[src/logic/rv32i_pkg.sv]
package rv32i_pkg;

    localparam int XLEN_DEFAULT = 32;

    typedef logic [31:0] ins_t;
    typedef logic [6:0]  opcode_t;
    typedef logic [2:0]  funct3_t;
    typedef logic [6:0]  funct7_t;
    typedef logic [4:0]  reg_addr_t;

    // -------------------------------------------------------------------------
    // major opcodes
    // -------------------------------------------------------------------------
    localparam opcode_t OPC_LUI    = 7'b0110111;
    localparam opcode_t OPC_AUIPC  = 7'b0010111;
    localparam opcode_t OPC_JAL    = 7'b1101111;
    localparam opcode_t OPC_JALR   = 7'b1100111;
    localparam opcode_t OPC_BRANCH = 7'b1100011;
    localparam opcode_t OPC_LOAD   = 7'b0000011;
    localparam opcode_t OPC_STORE  = 7'b0100011;
    localparam opcode_t OPC_OPIMM  = 7'b0010011;
    localparam opcode_t OPC_OP     = 7'b0110011;

    // minor opcodes of OP and OP-IMM
    localparam funct3_t F3_ADDSUB = 3'd0;
    localparam funct3_t F3_SLL    = 3'd1;
    localparam funct3_t F3_SLT    = 3'd2;
    localparam funct3_t F3_SLTU   = 3'd3;
    localparam funct3_t F3_XOR    = 3'd4;
    localparam funct3_t F3_SRLSRA = 3'd5;
    localparam funct3_t F3_OR     = 3'd6;
    localparam funct3_t F3_AND    = 3'd7;

    localparam funct7_t FUNCT7_BASE = 7'b0000000;
    localparam funct7_t FUNCT7_ALT  = 7'b0100000; // sub / sra

    typedef enum logic [3:0] {
        CLS_LUI, CLS_AUIPC, CLS_JAL, CLS_JALR, CLS_BRANCH,
        CLS_LOAD, CLS_STORE, CLS_OPIMM, CLS_OP, CLS_ILLEGAL
    } ins_class_t;

    typedef enum logic [3:0] {
        ADD, SUB, SLL, SLT, SLTU, XOR, SRL, SRA, OR, AND, MOV
    } alu_op_t;

    typedef enum logic [1:0] {NONE, REGFILE, LOADQ, STOREQ} zone_t;

    typedef enum logic [1:0] {IDLE, DECODE, ACK} hs_state_t;

endpackage
[src/logic/rv32i_dec_if.sv]
interface ins_fields_if import rv32i_pkg::*; ();

    ins_t       ins;
    opcode_t    opcode;
    funct3_t    funct3;
    funct7_t    funct7;
    reg_addr_t  rd;
    reg_addr_t  rs1;
    reg_addr_t  rs2;
    ins_class_t ins_class;

    modport src  (output ins, opcode, funct3, funct7, rd, rs1, rs2);
    modport cls  (input opcode, funct3, output ins_class);
    modport user (input ins, opcode, funct3, funct7, rd, rs1, rs2, ins_class);

endinterface

interface dec_result_if import rv32i_pkg::*; #(
    parameter int XLEN = XLEN_DEFAULT
) ();

    logic            maj_err;
    logic            alu_err;
    logic            jump;
    zone_t           zone;
    logic            regd_tgt;
    logic            regs1_rd;
    logic            regs2_rd;
    logic            link;
    logic            sels1_pc;
    logic            sels2_imm;
    logic            selcmps2_imm;
    logic            conditional;
    alu_op_t         aluop;
    logic [XLEN-1:0] imm;

    modport ctl  (output maj_err, jump, zone, regd_tgt, regs1_rd, regs2_rd, link,
                  sels1_pc, sels2_imm, conditional);
    modport alu  (output aluop, selcmps2_imm, alu_err);
    modport immg (output imm);
    modport sink (input maj_err, alu_err, jump, zone, regd_tgt, regs1_rd, regs2_rd,
                  link, sels1_pc, sels2_imm, selcmps2_imm, conditional, aluop, imm);

endinterface

[src/logic/rv32i_decoder.sv]
module rv32i_decoder import rv32i_pkg::*; #(
    parameter int XLEN = XLEN_DEFAULT
) (
    input  logic            clk_i,
    input  logic            arst_n_i,
    input  logic            req_i,
    input  ins_t            ins_i,
    output logic            ack_o,
    output logic            ins_err_o,
    output logic            jump_o,
    output zone_t           zone_o,
    output logic            regd_tgt_o,
    output reg_addr_t       regd_addr_o,
    output logic            regs1_rd_o,
    output reg_addr_t       regs1_addr_o,
    output logic            regs2_rd_o,
    output reg_addr_t       regs2_addr_o,
    output logic [XLEN-1:0] imm_o,
    output logic            link_o,
    output logic            sels1_pc_o,
    output logic            sels2_imm_o,
    output logic            selcmps2_imm_o,
    output alu_op_t         aluop_o,
    output funct3_t         funct3_o,
    output logic            conditional_o
);

    ins_fields_if                 u_fields_if ();
    dec_result_if #(.XLEN(XLEN))  u_res_if ();

    dec_handshake #(.XLEN(XLEN)) u_handshake (
        .clk_i          (clk_i),
        .arst_n_i       (arst_n_i),
        .req_i          (req_i),
        .ins_i          (ins_i),
        .ack_o          (ack_o),
        .ins_err_o      (ins_err_o),
        .jump_o         (jump_o),
        .zone_o         (zone_o),
        .regd_tgt_o     (regd_tgt_o),
        .regd_addr_o    (regd_addr_o),
        .regs1_rd_o     (regs1_rd_o),
        .regs1_addr_o   (regs1_addr_o),
        .regs2_rd_o     (regs2_rd_o),
        .regs2_addr_o   (regs2_addr_o),
        .imm_o          (imm_o),
        .link_o         (link_o),
        .sels1_pc_o     (sels1_pc_o),
        .sels2_imm_o    (sels2_imm_o),
        .selcmps2_imm_o (selcmps2_imm_o),
        .aluop_o        (aluop_o),
        .funct3_o       (funct3_o),
        .conditional_o  (conditional_o),
        .fields         (u_fields_if.src),
        .res            (u_res_if.sink)
    );

    major_decoder u_major_decoder (
        .fields (u_fields_if.cls),
        .res    (u_res_if.ctl)
    );

    alu_op_decoder u_alu_op_decoder (
        .fields (u_fields_if.user),
        .res    (u_res_if.alu)
    );

    imm_gen #(.XLEN(XLEN)) u_imm_gen (
        .fields (u_fields_if.user),
        .res    (u_res_if.immg)
    );

endmodule

[src/logic/dec_handshake.sv]
module dec_handshake import rv32i_pkg::*; #(
    parameter int XLEN = XLEN_DEFAULT
) (
    input  logic            clk_i,
    input  logic            arst_n_i,
    input  logic            req_i,
    input  ins_t            ins_i,
    output logic            ack_o,
    output logic            ins_err_o,
    output logic            jump_o,
    output zone_t           zone_o,
    output logic            regd_tgt_o,
    output reg_addr_t       regd_addr_o,
    output logic            regs1_rd_o,
    output reg_addr_t       regs1_addr_o,
    output logic            regs2_rd_o,
    output reg_addr_t       regs2_addr_o,
    output logic [XLEN-1:0] imm_o,
    output logic            link_o,
    output logic            sels1_pc_o,
    output logic            sels2_imm_o,
    output logic            selcmps2_imm_o,
    output alu_op_t         aluop_o,
    output funct3_t         funct3_o,
    output logic            conditional_o,
    ins_fields_if.src       fields,
    dec_result_if.sink      res
);

    hs_state_t state_q;
    ins_t      ins_q;

    // -------------------------------------------------------------------------
    // four-phase handshake
    // -------------------------------------------------------------------------
    always_ff @(posedge clk_i or negedge arst_n_i) begin
        if (!arst_n_i) begin
            state_q <= IDLE;
        end else begin
            case (state_q)
                IDLE: begin
                    if (req_i) begin
                        state_q <= DECODE;
                    end
                end
                DECODE: begin
                    state_q <= ACK; // results registered here
                end
                ACK: begin
                    if (!req_i) begin
                        state_q <= IDLE;
                    end
                end
                default: begin
                    state_q <= IDLE;
                end
            endcase
        end
    end

    assign ack_o = (state_q == ACK);

    always_ff @(posedge clk_i or negedge arst_n_i) begin
        if (!arst_n_i) begin
            ins_q <= '0;
        end else if (state_q == IDLE && req_i) begin
            ins_q <= ins_i; // new request
        end
    end

    // -------------------------------------------------------------------------
    // field split
    // -------------------------------------------------------------------------
    assign fields.ins    = ins_q;
    assign fields.opcode = ins_q[6:0];
    assign fields.rd     = ins_q[11:7];
    assign fields.funct3 = ins_q[14:12];
    assign fields.rs1    = ins_q[19:15];
    assign fields.rs2    = ins_q[24:20];
    assign fields.funct7 = ins_q[31:25];

    assign regd_addr_o  = fields.rd;
    assign regs1_addr_o = fields.rs1;
    assign regs2_addr_o = fields.rs2;
    assign funct3_o     = fields.funct3;

    // -------------------------------------------------------------------------
    // result register
    // -------------------------------------------------------------------------
    always_ff @(posedge clk_i or negedge arst_n_i) begin
        if (!arst_n_i) begin
            ins_err_o      <= 1'b0;
            jump_o         <= 1'b0;
            zone_o         <= NONE;
            regd_tgt_o     <= 1'b0;
            regs1_rd_o     <= 1'b0;
            regs2_rd_o     <= 1'b0;
            imm_o          <= '0;
            link_o         <= 1'b0;
            sels1_pc_o     <= 1'b0;
            sels2_imm_o    <= 1'b0;
            selcmps2_imm_o <= 1'b0;
            aluop_o        <= ADD;
            conditional_o  <= 1'b0;
        end else if (state_q == DECODE) begin
            ins_err_o      <= res.maj_err | res.alu_err;
            jump_o         <= res.jump;
            zone_o         <= res.zone;
            regd_tgt_o     <= res.regd_tgt;
            regs1_rd_o     <= res.regs1_rd;
            regs2_rd_o     <= res.regs2_rd;
            imm_o          <= res.imm;
            link_o         <= res.link;
            sels1_pc_o     <= res.sels1_pc;
            sels2_imm_o    <= res.sels2_imm;
            selcmps2_imm_o <= res.selcmps2_imm;
            aluop_o        <= res.aluop;
            conditional_o  <= res.conditional;
        end
    end

endmodule

[src/logic/major_decoder.sv]
module major_decoder import rv32i_pkg::*; (
    ins_fields_if.cls fields,
    dec_result_if.ctl res
);

    always_comb begin
        fields.ins_class = CLS_ILLEGAL;
        res.maj_err      = 1'b0;
        res.jump         = 1'b0;
        res.zone         = NONE;
        res.regd_tgt     = 1'b0;
        res.regs1_rd     = 1'b0;
        res.regs2_rd     = 1'b0;
        res.link         = 1'b0;
        res.sels1_pc     = 1'b0;
        res.sels2_imm    = 1'b0;
        res.conditional  = 1'b0;

        case (fields.opcode)
            OPC_LUI: begin
                fields.ins_class = CLS_LUI;
                res.zone         = REGFILE;
                res.regd_tgt     = 1'b1;
                res.sels2_imm    = 1'b1;
            end
            OPC_AUIPC: begin
                fields.ins_class = CLS_AUIPC;
                res.zone         = REGFILE;
                res.regd_tgt     = 1'b1;
                res.sels1_pc     = 1'b1; // pc + imm
                res.sels2_imm    = 1'b1;
            end
            OPC_JAL: begin
                fields.ins_class = CLS_JAL;
                res.jump         = 1'b1;
                res.zone         = REGFILE;
                res.regd_tgt     = 1'b1;
                res.link         = 1'b1;
                res.sels1_pc     = 1'b1;
                res.sels2_imm    = 1'b1;
            end
            OPC_JALR: begin
                fields.ins_class = CLS_JALR;
                res.jump         = 1'b1;
                res.zone         = REGFILE;
                res.regd_tgt     = 1'b1;
                res.regs1_rd     = 1'b1;
                res.link         = 1'b1;
                res.sels2_imm    = 1'b1;
                res.maj_err      = (fields.funct3 != 3'd0);
            end
            OPC_BRANCH: begin
                fields.ins_class = CLS_BRANCH;
                res.jump         = 1'b1;
                res.regs1_rd     = 1'b1;
                res.regs2_rd     = 1'b1;
                res.sels1_pc     = 1'b1; // target from pc
                res.sels2_imm    = 1'b1;
                res.conditional  = 1'b1;
                res.maj_err      = !(fields.funct3 inside {3'd0, 3'd1, 3'd4, 3'd5, 3'd6, 3'd7});
            end
            OPC_LOAD: begin
                fields.ins_class = CLS_LOAD;
                res.zone         = LOADQ;
                res.regd_tgt     = 1'b1;
                res.regs1_rd     = 1'b1;
                res.sels2_imm    = 1'b1;
                res.maj_err      = !(fields.funct3 inside {3'd0, 3'd1, 3'd2, 3'd4, 3'd5});
            end
            OPC_STORE: begin
                fields.ins_class = CLS_STORE;
                res.zone         = STOREQ;
                res.regs1_rd     = 1'b1;
                res.regs2_rd     = 1'b1;
                res.sels2_imm    = 1'b1;
                res.maj_err      = !(fields.funct3 inside {3'd0, 3'd1, 3'd2});
            end
            OPC_OPIMM: begin
                fields.ins_class = CLS_OPIMM;
                res.zone         = REGFILE;
                res.regd_tgt     = 1'b1;
                res.regs1_rd     = 1'b1;
                res.sels2_imm    = 1'b1;
            end
            OPC_OP: begin
                fields.ins_class = CLS_OP;
                res.zone         = REGFILE;
                res.regd_tgt     = 1'b1;
                res.regs1_rd     = 1'b1;
                res.regs2_rd     = 1'b1;
            end
            default: begin
                res.maj_err = 1'b1; // system, misc-mem and unknown
            end
        endcase
    end

endmodule

[src/logic/alu_op_decoder.sv]
module alu_op_decoder import rv32i_pkg::*; (
    ins_fields_if.user fields,
    dec_result_if.alu  res
);

    logic is_op;
    logic is_opimm;
    logic f7_base;
    logic f7_alt;

    assign is_op    = (fields.ins_class == CLS_OP);
    assign is_opimm = (fields.ins_class == CLS_OPIMM);
    assign f7_base  = (fields.funct7 == FUNCT7_BASE);
    assign f7_alt   = (fields.funct7 == FUNCT7_ALT);

    always_comb begin
        res.aluop        = ADD;
        res.selcmps2_imm = 1'b0;
        res.alu_err      = 1'b0;

        if (fields.ins_class == CLS_LUI) begin
            res.aluop = MOV;
        end else if (is_op || is_opimm) begin
            case (fields.funct3)
                F3_ADDSUB: begin
                    if (is_op && f7_alt) begin
                        res.aluop = SUB; // no subi
                    end
                    res.alu_err = is_op && !f7_base && !f7_alt;
                end
                F3_SLL: begin
                    res.aluop   = SLL;
                    res.alu_err = !f7_base;
                end
                F3_SLT, F3_SLTU: begin
                    res.aluop        = (fields.funct3 == F3_SLT) ? SLT : SLTU;
                    res.selcmps2_imm = is_opimm;
                    res.alu_err      = is_op && !f7_base;
                end
                F3_SRLSRA: begin
                    if (f7_base) begin
                        res.aluop = SRL;
                    end else if (f7_alt) begin
                        res.aluop = SRA;
                    end else begin
                        res.alu_err = 1'b1;
                    end
                end
                F3_XOR: begin
                    res.aluop   = XOR;
                    res.alu_err = is_op && !f7_base;
                end
                F3_OR: begin
                    res.aluop   = OR;
                    res.alu_err = is_op && !f7_base;
                end
                default: begin
                    res.aluop   = AND;
                    res.alu_err = is_op && !f7_base;
                end
            endcase
        end
    end

endmodule

[src/logic/imm_gen.sv]
module imm_gen import rv32i_pkg::*; #(
    parameter int XLEN = XLEN_DEFAULT
) (
    ins_fields_if.user fields,
    dec_result_if.immg res
);

    logic [XLEN-1:0] sign_ext;

    assign sign_ext = {XLEN{fields.ins[31]}};

    always_comb begin
        case (fields.ins_class)
            CLS_JALR, CLS_LOAD, CLS_OPIMM: begin // i-type
                res.imm = {sign_ext[XLEN-1:11], fields.ins[30:20]};
            end
            CLS_STORE: begin
                res.imm = {sign_ext[XLEN-1:11], fields.ins[30:25], fields.ins[11:7]};
            end
            CLS_BRANCH: begin
                res.imm = {sign_ext[XLEN-1:12], fields.ins[7], fields.ins[30:25],
                           fields.ins[11:8], 1'b0};
            end
            CLS_LUI, CLS_AUIPC: begin
                res.imm = {sign_ext[XLEN-1:31], fields.ins[30:12], 12'b0};
            end
            CLS_JAL: begin
                res.imm = {sign_ext[XLEN-1:20], fields.ins[19:12], fields.ins[20],
                           fields.ins[30:21], 1'b0};
            end
            default: begin
                res.imm = '0; // r-type and illegal
            end
        endcase
    end

endmodule

[config.mk]
export PLATFORM = sky130hd
export DESIGN_NAME = rv32i_decoder
export DESIGN_NICKNAME = d
export VERILOG_FILES = /design/src/logic/rv32i_pkg.sv /design/src/logic/rv32i_dec_if.sv /design/src/logic/rv32i_decoder.sv /design/src/logic/dec_handshake.sv /design/src/logic/major_decoder.sv /design/src/logic/alu_op_decoder.sv /design/src/logic/imm_gen.sv
export SDC_FILE = /design/constraint.sdc
export NUM_CORES = 1
export LEC_CHECK = 0
export ABC_AREA = 1
export BUFFER_PORTS_ARGS = -buffer_cell sky130_fd_sc_hd__buf_2
export CORE_ASPECT_RATIO = 0.75
export CORE_MARGIN = 4
export CORE_UTILIZATION = 48
export CTS_CLUSTER_SIZE = 14
export DETAILED_ROUTE_END_ITERATION = 10
export PLACE_DENSITY = 0.76
export RECOVER_POWER = 100
export SYNTH_ARGS = -nofsm -noshare
export SYNTH_HDL_FRONTEND = slang
export SYNTH_SLANG_ARGS = --single-unit
[constraint.sdc]
create_clock -name clk_i -period 1.46 [get_ports clk_i]
set_clock_uncertainty 0.05 [all_clocks]
set_input_delay 0.219 -clock clk_i [delete_from_list [all_inputs] [get_ports clk_i]]
set_output_delay 0.219 -clock clk_i [all_outputs]
set_load 0.05 [all_outputs]
==> results of run 1 <==
## placed cells by master, fill, tap and decap left out, drive strengths merged, types with 2 or more instances in the layout
cell type,Yosys,routed
clkbuf,10,22
a21boi,4,4
nor2,44,44
nand2,268,271
buf,30,146
o21ai,28,28
nand4,5,5
nor3,3,3
dfrtp,82,82
nand3,17,17
clkinv,1,3
clkinvlp,0,3
inv,32,32
a21oi,25,25
a31oi,2,2
## sequential cells by signal, summed over array words and instances, names as in the netlist
signal / count
u_handshake.ins_err_o: 1
u_handshake.state_q: 2
u_handshake.fields.ins: 32
u_handshake.sels2_imm_o: 1
u_handshake.selcmps2_imm_o: 1
u_handshake.conditional_o: 1
u_handshake.regs2_rd_o: 1
u_handshake.regd_tgt_o: 1
u_handshake.zone_o: 2
u_handshake.imm_o: 32
u_handshake.jump_o: 1
u_handshake.link_o: 1
u_handshake.sels1_pc_o: 1
u_handshake.regs1_rd_o: 1
u_handshake.aluop_o: 4
## logic make-up (layout without fill, tap and decap cells)
group                  count (synthesis)  after routing  share of synthesized area
flip-flops                            82             82                      0.491
AND/OR/NAND/NOR                      337            340                      0.325
AO/OA/AOI/OAI                         61             61                     0.0836
buffers and inverters                 74            208                      0.100
## worst max-delay path: stages, from the launching register on
cell and delay (ns):
sky130_fd_sc_hd__dfrtp_1 0.43, sky130_fd_sc_hd__inv_2 0.11, sky130_fd_sc_hd__nand2_2 0.07, sky130_fd_sc_hd__nor2_4 0.17, sky130_fd_sc_hd__buf_12 0.15, sky130_fd_sc_hd__nand2_8 0.07, sky130_fd_sc_hd__nand2_2 0.08, sky130_fd_sc_hd__nor2_2 0.04
sky130_fd_sc_hd__nand2_2 0.09, sky130_fd_sc_hd__nand2_1 0.08, sky130_fd_sc_hd__nand2_1 0.07, sky130_fd_sc_hd__nand3_1 0.07
## layer usage
metal,vias to the layer above,wire length (um),global-route usage,part of all wire
met5,-,0,0,0
met4,0,223,0.0664,0.018
met3,25,1250,0.0547,0.10
met2,214,5570,0.373,0.45
met1,1965,5470,0.367,0.44
li1,1969,-,-,-
## through the flow
stage | worst slack, ns | instances | utilization | TNS, ns | power [uW]
2_1_floorplan | 0.0915 | 554 | - | 0 | 7520
3_3_place_gp | -0.172 | 764 | 0.577 | -3.15 | 8870
3_5_place_dp | -0.214 | 764 | 0.577 | -5.27 | 8960
4_1_cts | -0.0647 | 788 | 0.641 | -1.34 | 11600
5_1_grt | -0.219 | 799 | 0.675 | -8.22 | 12800
6_report | -0.128 | 799 | 0.675 | -3.27 | 12100
## worst max-delay path by stage
| stage | slack, ns | depth (start not counted) | startpoint | endpoint |
|---|---|---|---|---|
| finish | -0.13 | 11 | u_handshake.fields.ins[3]$_DFFE_PN0P_ | u_handshake.ins_err_o$_DFFE_PN0N_ |
| global route | -0.22 | 9 | u_handshake.fields.ins[3]$_DFFE_PN0P_ | u_handshake.imm_o[11]$_DFFE_PN0N_ |
| CTS | -0.06 | 7 | u_handshake.fields.ins[5]$_DFFE_PN0P_ | u_handshake.regs1_rd_o$_DFFE_PN0N_ |
| detailed placement | -0.21 | 7 | u_handshake.fields.ins[2]$_DFFE_PN0P_ | u_handshake.imm_o[11]$_DFFE_PN0N_ |
| global placement | -0.17 | 9 | u_handshake.fields.ins[3]$_DFFE_PN0P_ | u_handshake.imm_o[20]$_DFFE_PN0N_ |
| floorplan | 0.09 | 10 | u_handshake.fields.ins[3]$_DFFE_PN0P_ | u_handshake.imm_o[20]$_DFFE_PN0N_ |
## report_power, final
group          internal [uW]  switching [uW]
combinational           1770            4260
sequential              2990             768
clock                   1370             944
## what timing repair did
item,CTS,global route
gates resized for setup,43,61
buffers inserted,4,10
pin swaps,13,24
hold buffers,1,0
hold endpoints to repair,82,0
endpoints found under the setup margin,46,47
gates cloned,3,1
## final cells by class
type,instances,area (sq um)
Clock buffer,10,239
Clock inverter,6,66.3
Fill cell,719,2750
Inverter,33,133
Multi-Input combinational cell,401,2050
Sequential cell,82,2050
Tap cell,108,135
Timing Repair Buffer,159,1030
==> qor.yml, run 1 <==
post_dp_cell_area_sq_mm: 0.00488
finalHoldWorstSlack_ns: 0.0303
endpoints_failing_setup: 40
dieHeight_um: 88.8
drv_slew: 0
netlist_top_cells_count: "sky130_fd_sc_hd__nand2_1, sky130_fd_sc_hd__dfrtp_1, sky130_fd_sc_hd__nor2_1"
setup_slack_ns: -0.128
ys_warns: 0
port-buffer-count: 101
grt_max_degree: 83
cts_inserted_buffers: 9
grt_first_pass_wirelength_mm: 19.7
worst-slew-pin-transition_ns: 0.751
cts_tree: "yes"
starting_density_of_the_core: 0.494
drt_first_iter_violations: 365
rsz_0062_raised_after_global_routing: "yes"
residual_drc_count: 0
synth_edf_count: 0
critical_path.reg2reg.startpoint: "u_handshake.fields.ins[3]$_DFFE_PN0P_"
count_of_vias_placed_by_the_detailed_router: 4173
violations: "setup timing"
post_drt_via_cell_ratio: 5.22
first_global_vias: 3909
area.growth.synth_to_final_pct: 36.7
dieWidth_um: 116
clock_pin_slew_of_the_registers_on_the_worst_case_setup_and_hold_paths_ns: 0.06
worst_hold_startpoint: "ins_i[18]"
grt_antenna_before_repair: 0
layout_worst_path_cycle_share: 1.09
htree_num_levels: 3
diode_count: 0
netlist_area_sq_mm: 0.00418
critPathRequiredTime_ns: 1.64
num-nets-final: 721
floorplan.die_area_sq_mm: 0.0103
synth_seq_area_share: 0.491
synthesis.instances: 554
min_delay_path_depth: 3
power.density_cell_area_mw_per_mm2: 2120
cap_violations: 0
finalHoldViolations: 0
synth-async-reset-ratio: 1.00
min_path_type: "input port to flop"
worst_skew_pair.late_latency_ns: 0.34
design.portCount: 102
dr.pass1.iters: 5
synth-main-ff-cell: "sky130_fd_sc_hd__dfrtp_1"
detail_route.wl_per_cell_um: 15.7
ratio_of_cells_with_drive_above_1_in_the_final_layout: 0.382
dpl.hpwl_mm: 8.27
syn_nets: 589
yosys.cell_types.count: 30
netlist.top_cell.by_area: "sky130_fd_sc_hd__dfrtp_1"
placementRows: 29
ff2ff_path_depth: 11
synth.most_common_cell: "sky130_fd_sc_hd__nand2_1"
design.core.area_sq_mm: 0.00845
crit_path_max_fanout: 3
avgSynthCellArea_sq_um: 7.54
synth-seq-cells: 82
worst-endpoint-arrival_ns: 1.76
final_critical_period_ns: 1.59
finalWeightedCongestion: 0.900
min_to: "u_handshake.fields.ins[18]$_DFFE_PN0P_"
worst_r2r_end: "u_handshake.ins_err_o$_DFFE_PN0N_"
cts_root_buf: "sky130_fd_sc_hd__clkbuf_16"
post_synth_main_area_contributors: "sky130_fd_sc_hd__dfrtp_1, sky130_fd_sc_hd__nand2_1, sky130_fd_sc_hd__nor2_1"
total_global_route_track_usage: 0.248
post-route-cell-area_sq_mm: 0.00571
timing.critical_path.from_type: "flop"
setup.reg_to_reg.worst_slack_ns: -0.13
maximum_ir_drop_on_the_vdd_rail_mv: 1.99
wirelength_mm: 12.5
synth.top_cell.area_share: 0.491
ant_nets: 0
relSlewSlack: 0.500
endpoint_kind: "flop"
cts.sink_count: 82
peak_clock_frequency_supported_by_timing_mhz: 630
ctsLongestPathBuffers: 2
p_leak_uw: 0.00325
status: "complete, but fails checks"
timing_worst_setup_path_type: "flop to flop"
grt_remaining_overflow: 0
Note: power is estimated with default switching activity, not from simulation.
==> run 2, diff against run 1 <==
--- a/config.mk
+++ b/config.mk
@@ -17,3 +17,4 @@
 export SYNTH_ARGS = -nofsm -noshare
 export SYNTH_HDL_FRONTEND = slang
 export SYNTH_SLANG_ARGS = --single-unit
+export TNS_END_PERCENT = 5
==> run 2 against run 1 <==
Effect of this change: the run still ends with setup timing left; non-clock buffer count shrank 8; worst setup slack gained 0.019 ns; global-route usage shrank 0.19 points; register-to-register slack gained 0.02 ns; wire length shrank 2.5%; critical path depth shrank 2; total power shrank 2.4%; largest cell class unchanged; highest routed layer unchanged.
==> qor.yml, run 2 (synthesis results as in run 1) <==
post_drt_via_cell_ratio: 5.12  # -2.0%
final_cell_mix: "sky130_fd_sc_hd__nand2_1, sky130_fd_sc_hd__dfrtp_1, sky130_fd_sc_hd__clkbuf_2"
min_path_type: "input port to flop"
post-route-cell-area_sq_mm: 0.00553  # -3.2%
critPathSlowestCell: "sky130_fd_sc_hd__dfrtp_1"
worst-slew-pin-transition_ns: 0.751  # +0.000352 ns
post_dp_cell_area_sq_mm: 0.00488  # unchanged
relSlewSlack: 0.499  # about the same
dieHeight_um: 88.8  # unchanged
grt_max_degree: 83  # unchanged
grt_remaining_overflow: 0  # unchanged
p_leak_uw: 0.00321  # -1.2%
worst_r2r_end: "u_handshake.imm_o[30]$_DFFE_PN0N_"
cts_root_buf: "sky130_fd_sc_hd__clkbuf_16"
min_delay_path_depth: 3  # unchanged
diode_count: 0  # unchanged
placementRows: 29  # unchanged
worst-path-stages: 9  # -2
floorplan.die_area_sq_mm: 0.0103  # unchanged
residual_drc_count: 0  # unchanged
min_to: "u_handshake.fields.ins[18]$_DFFE_PN0P_"
place_inst: 764  # unchanged
grt_antenna_before_repair: 0  # unchanged
design.core.area_sq_mm: 0.00845  # unchanged
total_global_route_track_usage: 0.247  # -0.00190
final_instance_count_without_filler_cells: 791  # -1.0%
crit_family: "simple AND/OR/NAND/NOR gates"
mostFrequentLayoutCell: "sky130_fd_sc_hd__nand2_1"
starting_density_of_the_core: 0.494  # unchanged
setup_slack_ns: -0.109  # +0.0191 ns
multi_input_combinational_cell_area_sq_mm: 0.00194  # -5.6%
ctsLongestPathBuffers: 2  # unchanged
fillerInstances: 743  # +3.3%
cts_tree: "yes"
finalWeightedCongestion: 0.900  # unchanged
num-nets-final: 713  # -1.1%
port-buffer-count: 101  # unchanged
status: "complete, but fails checks"
cp.buffers_inverters: 1  # -1
area.growth.synth_to_final_pct: 32.3
timing_worst_setup_path_type: "flop to flop"
clock_pin_slew_of_the_registers_on_the_worst_case_setup_and_hold_paths_ns: 0.06  # about the same
timing.setup.tns_ns: -2.94  # +0.327 ns
first_global_vias: 3872  # -0.95%
dieWidth_um: 116  # unchanged
grt_first_pass_wirelength_mm: 19.5  # -1.1%
timing.critical_path.from_type: "flop"
worst-endpoint-arrival_ns: 1.80  # +0.04 ns
power.density_cell_area_mw_per_mm2: 2140  # +0.85%
design.portCount: 102  # unchanged
ratio_of_cells_with_drive_above_1_in_the_final_layout: 0.346  # -0.0365
finalHoldViolations: 0  # unchanged
final_critical_period_ns: 1.57  # -0.0191 ns
rsz_0062_raised_after_global_routing: "yes"
most_frequent_cell_on_the_critical_path: "sky130_fd_sc_hd__nand2_1"
layout_worst_path_cycle_share: 1.07  # -0.0131
worst_hold_startpoint: "ins_i[18]"
drt_first_iter_violations: 291  # -20%
drv_slew: 0  # unchanged
peak_clock_frequency_supported_by_timing_mhz: 637  # +1.2%
detail_route.wl_per_cell_um: 15.4  # -1.5%
ff2ff_path_depth: 9  # -2
ant_nets: 0  # unchanged
count_of_vias_placed_by_the_detailed_router: 4049  # -3.0%
htree_num_levels: 3  # unchanged
maximum_ir_drop_on_the_vdd_rail_mv: 1.98  # -0.55%
critPathRequiredTime_ns: 1.69  # +0.05 ns
cts_inserted_buffers: 9  # unchanged
dr.pass1.iters: 5  # unchanged
endpoints_failing_setup: 37  # -7.5%
cts.sink_count: 82  # unchanged
violations: "setup timing"
area_occupied_by_registers_sq_mm: 0.00205  # unchanged
wirelength_mm: 12.2  # -2.5%
worst_path_cell_chain: "inv_2 -> nand2_2 -> nor2_4 -> nand2_4 -> nand3_4 -> nand2_4 -> nand2_1 -> nand2_1 -> nand2_1"
crit_path_max_fanout: 5  # +2
fin_total_pwr_uw: 11800  # -2.4%
worst_skew_pair.late_latency_ns: 0.34  # about the same
dpl.hpwl_mm: 8.27  # unchanged
cap_violations: 0  # unchanged
endpoint_kind: "flop"
crit_path_max_incr_delay_ns: 0.41  # -0.02 ns
setup.reg_to_reg.worst_slack_ns: -0.11  # +0.02 ns
critical_path.reg2reg.startpoint: "u_handshake.fields.ins[3]$_DFFE_PN0P_"
[run 2: cell type report]
| type | instances | share of cell area |
|---|---|---|
| clock buffer | 10 | 0.0433 |
| clock inverter | 6 | 0.0120 |
| inverter | 33 | 0.0236 |
| multi-input combinational | 401 | 0.351 |
| sequential | 82 | 0.372 |
| tap | 108 | 0.0245 |
| timing repair buffer | 151 | 0.174 |
[run 2: worst max path at each step]
stage | from | slack (ns) | to
2_1_floorplan | u_handshake.fields.ins[3]$_DFFE_PN0P_ | 0.09 | u_handshake.imm_o[20]$_DFFE_PN0N_
3_3_place_gp | u_handshake.fields.ins[3]$_DFFE_PN0P_ | -0.17 | u_handshake.imm_o[20]$_DFFE_PN0N_
3_5_place_dp | u_handshake.fields.ins[2]$_DFFE_PN0P_ | -0.21 | u_handshake.imm_o[11]$_DFFE_PN0N_
4_1_cts | u_handshake.fields.ins[4]$_DFFE_PN0P_ | -0.06 | u_handshake.ins_err_o$_DFFE_PN0N_
5_1_grt | u_handshake.fields.ins[3]$_DFFE_PN0P_ | -0.19 | u_handshake.imm_o[2]$_DFFE_PN0N_
6_report | u_handshake.fields.ins[3]$_DFFE_PN0P_ | -0.11 | u_handshake.imm_o[30]$_DFFE_PN0N_
[run 2: worst min-delay path: cells and delay by family]
| kind | cells | cell delay (ns) |
|---|---|---|
| buffers and inverters | 1 | 0.07 |
| AND/OR/NAND/NOR | 2 | 0.09 |
[run 2: report_power, final]
group | internal, uW | total, uW | leakage [uW] | switching [uW]
Sequential | 2990 | 3780 | 0.00107 | 784
Combinational | 1630 | 5730 | 0.00199 | 4100
Clock | 1370 | 2310 | 0.000141 | 937
[run 2: layer usage]
metal	GRT usage	wire, um
met5	0	0
met4	0.0622	126
met3	0.0602	1150
met1	0.358	5590
met2	0.375	5330
[run 2: through the flow]
| step | util | hold WS [ns] | worst slack, ns |
|---|---|---|---|
| after floorplan | - | -0.127 | 0.0915 |
| after global placement | 0.577 | 0.228 | -0.172 |
| after detailed placement | 0.577 | 0.233 | -0.214 |
| after CTS | 0.635 | 0.0208 | -0.0632 |
| after global routing | 0.654 | 0.0296 | -0.193 |
| final | 0.654 | 0.0305 | -0.109 |
[run 2: what timing repair did]
item	CTS	global route
endpoints found under the setup margin	46	47
resized for setup	33	41
pin swaps	8	28
setup buffers	1	5
hold endpoints to repair	82	0
hold buffers	1	0
gates cloned	3	1
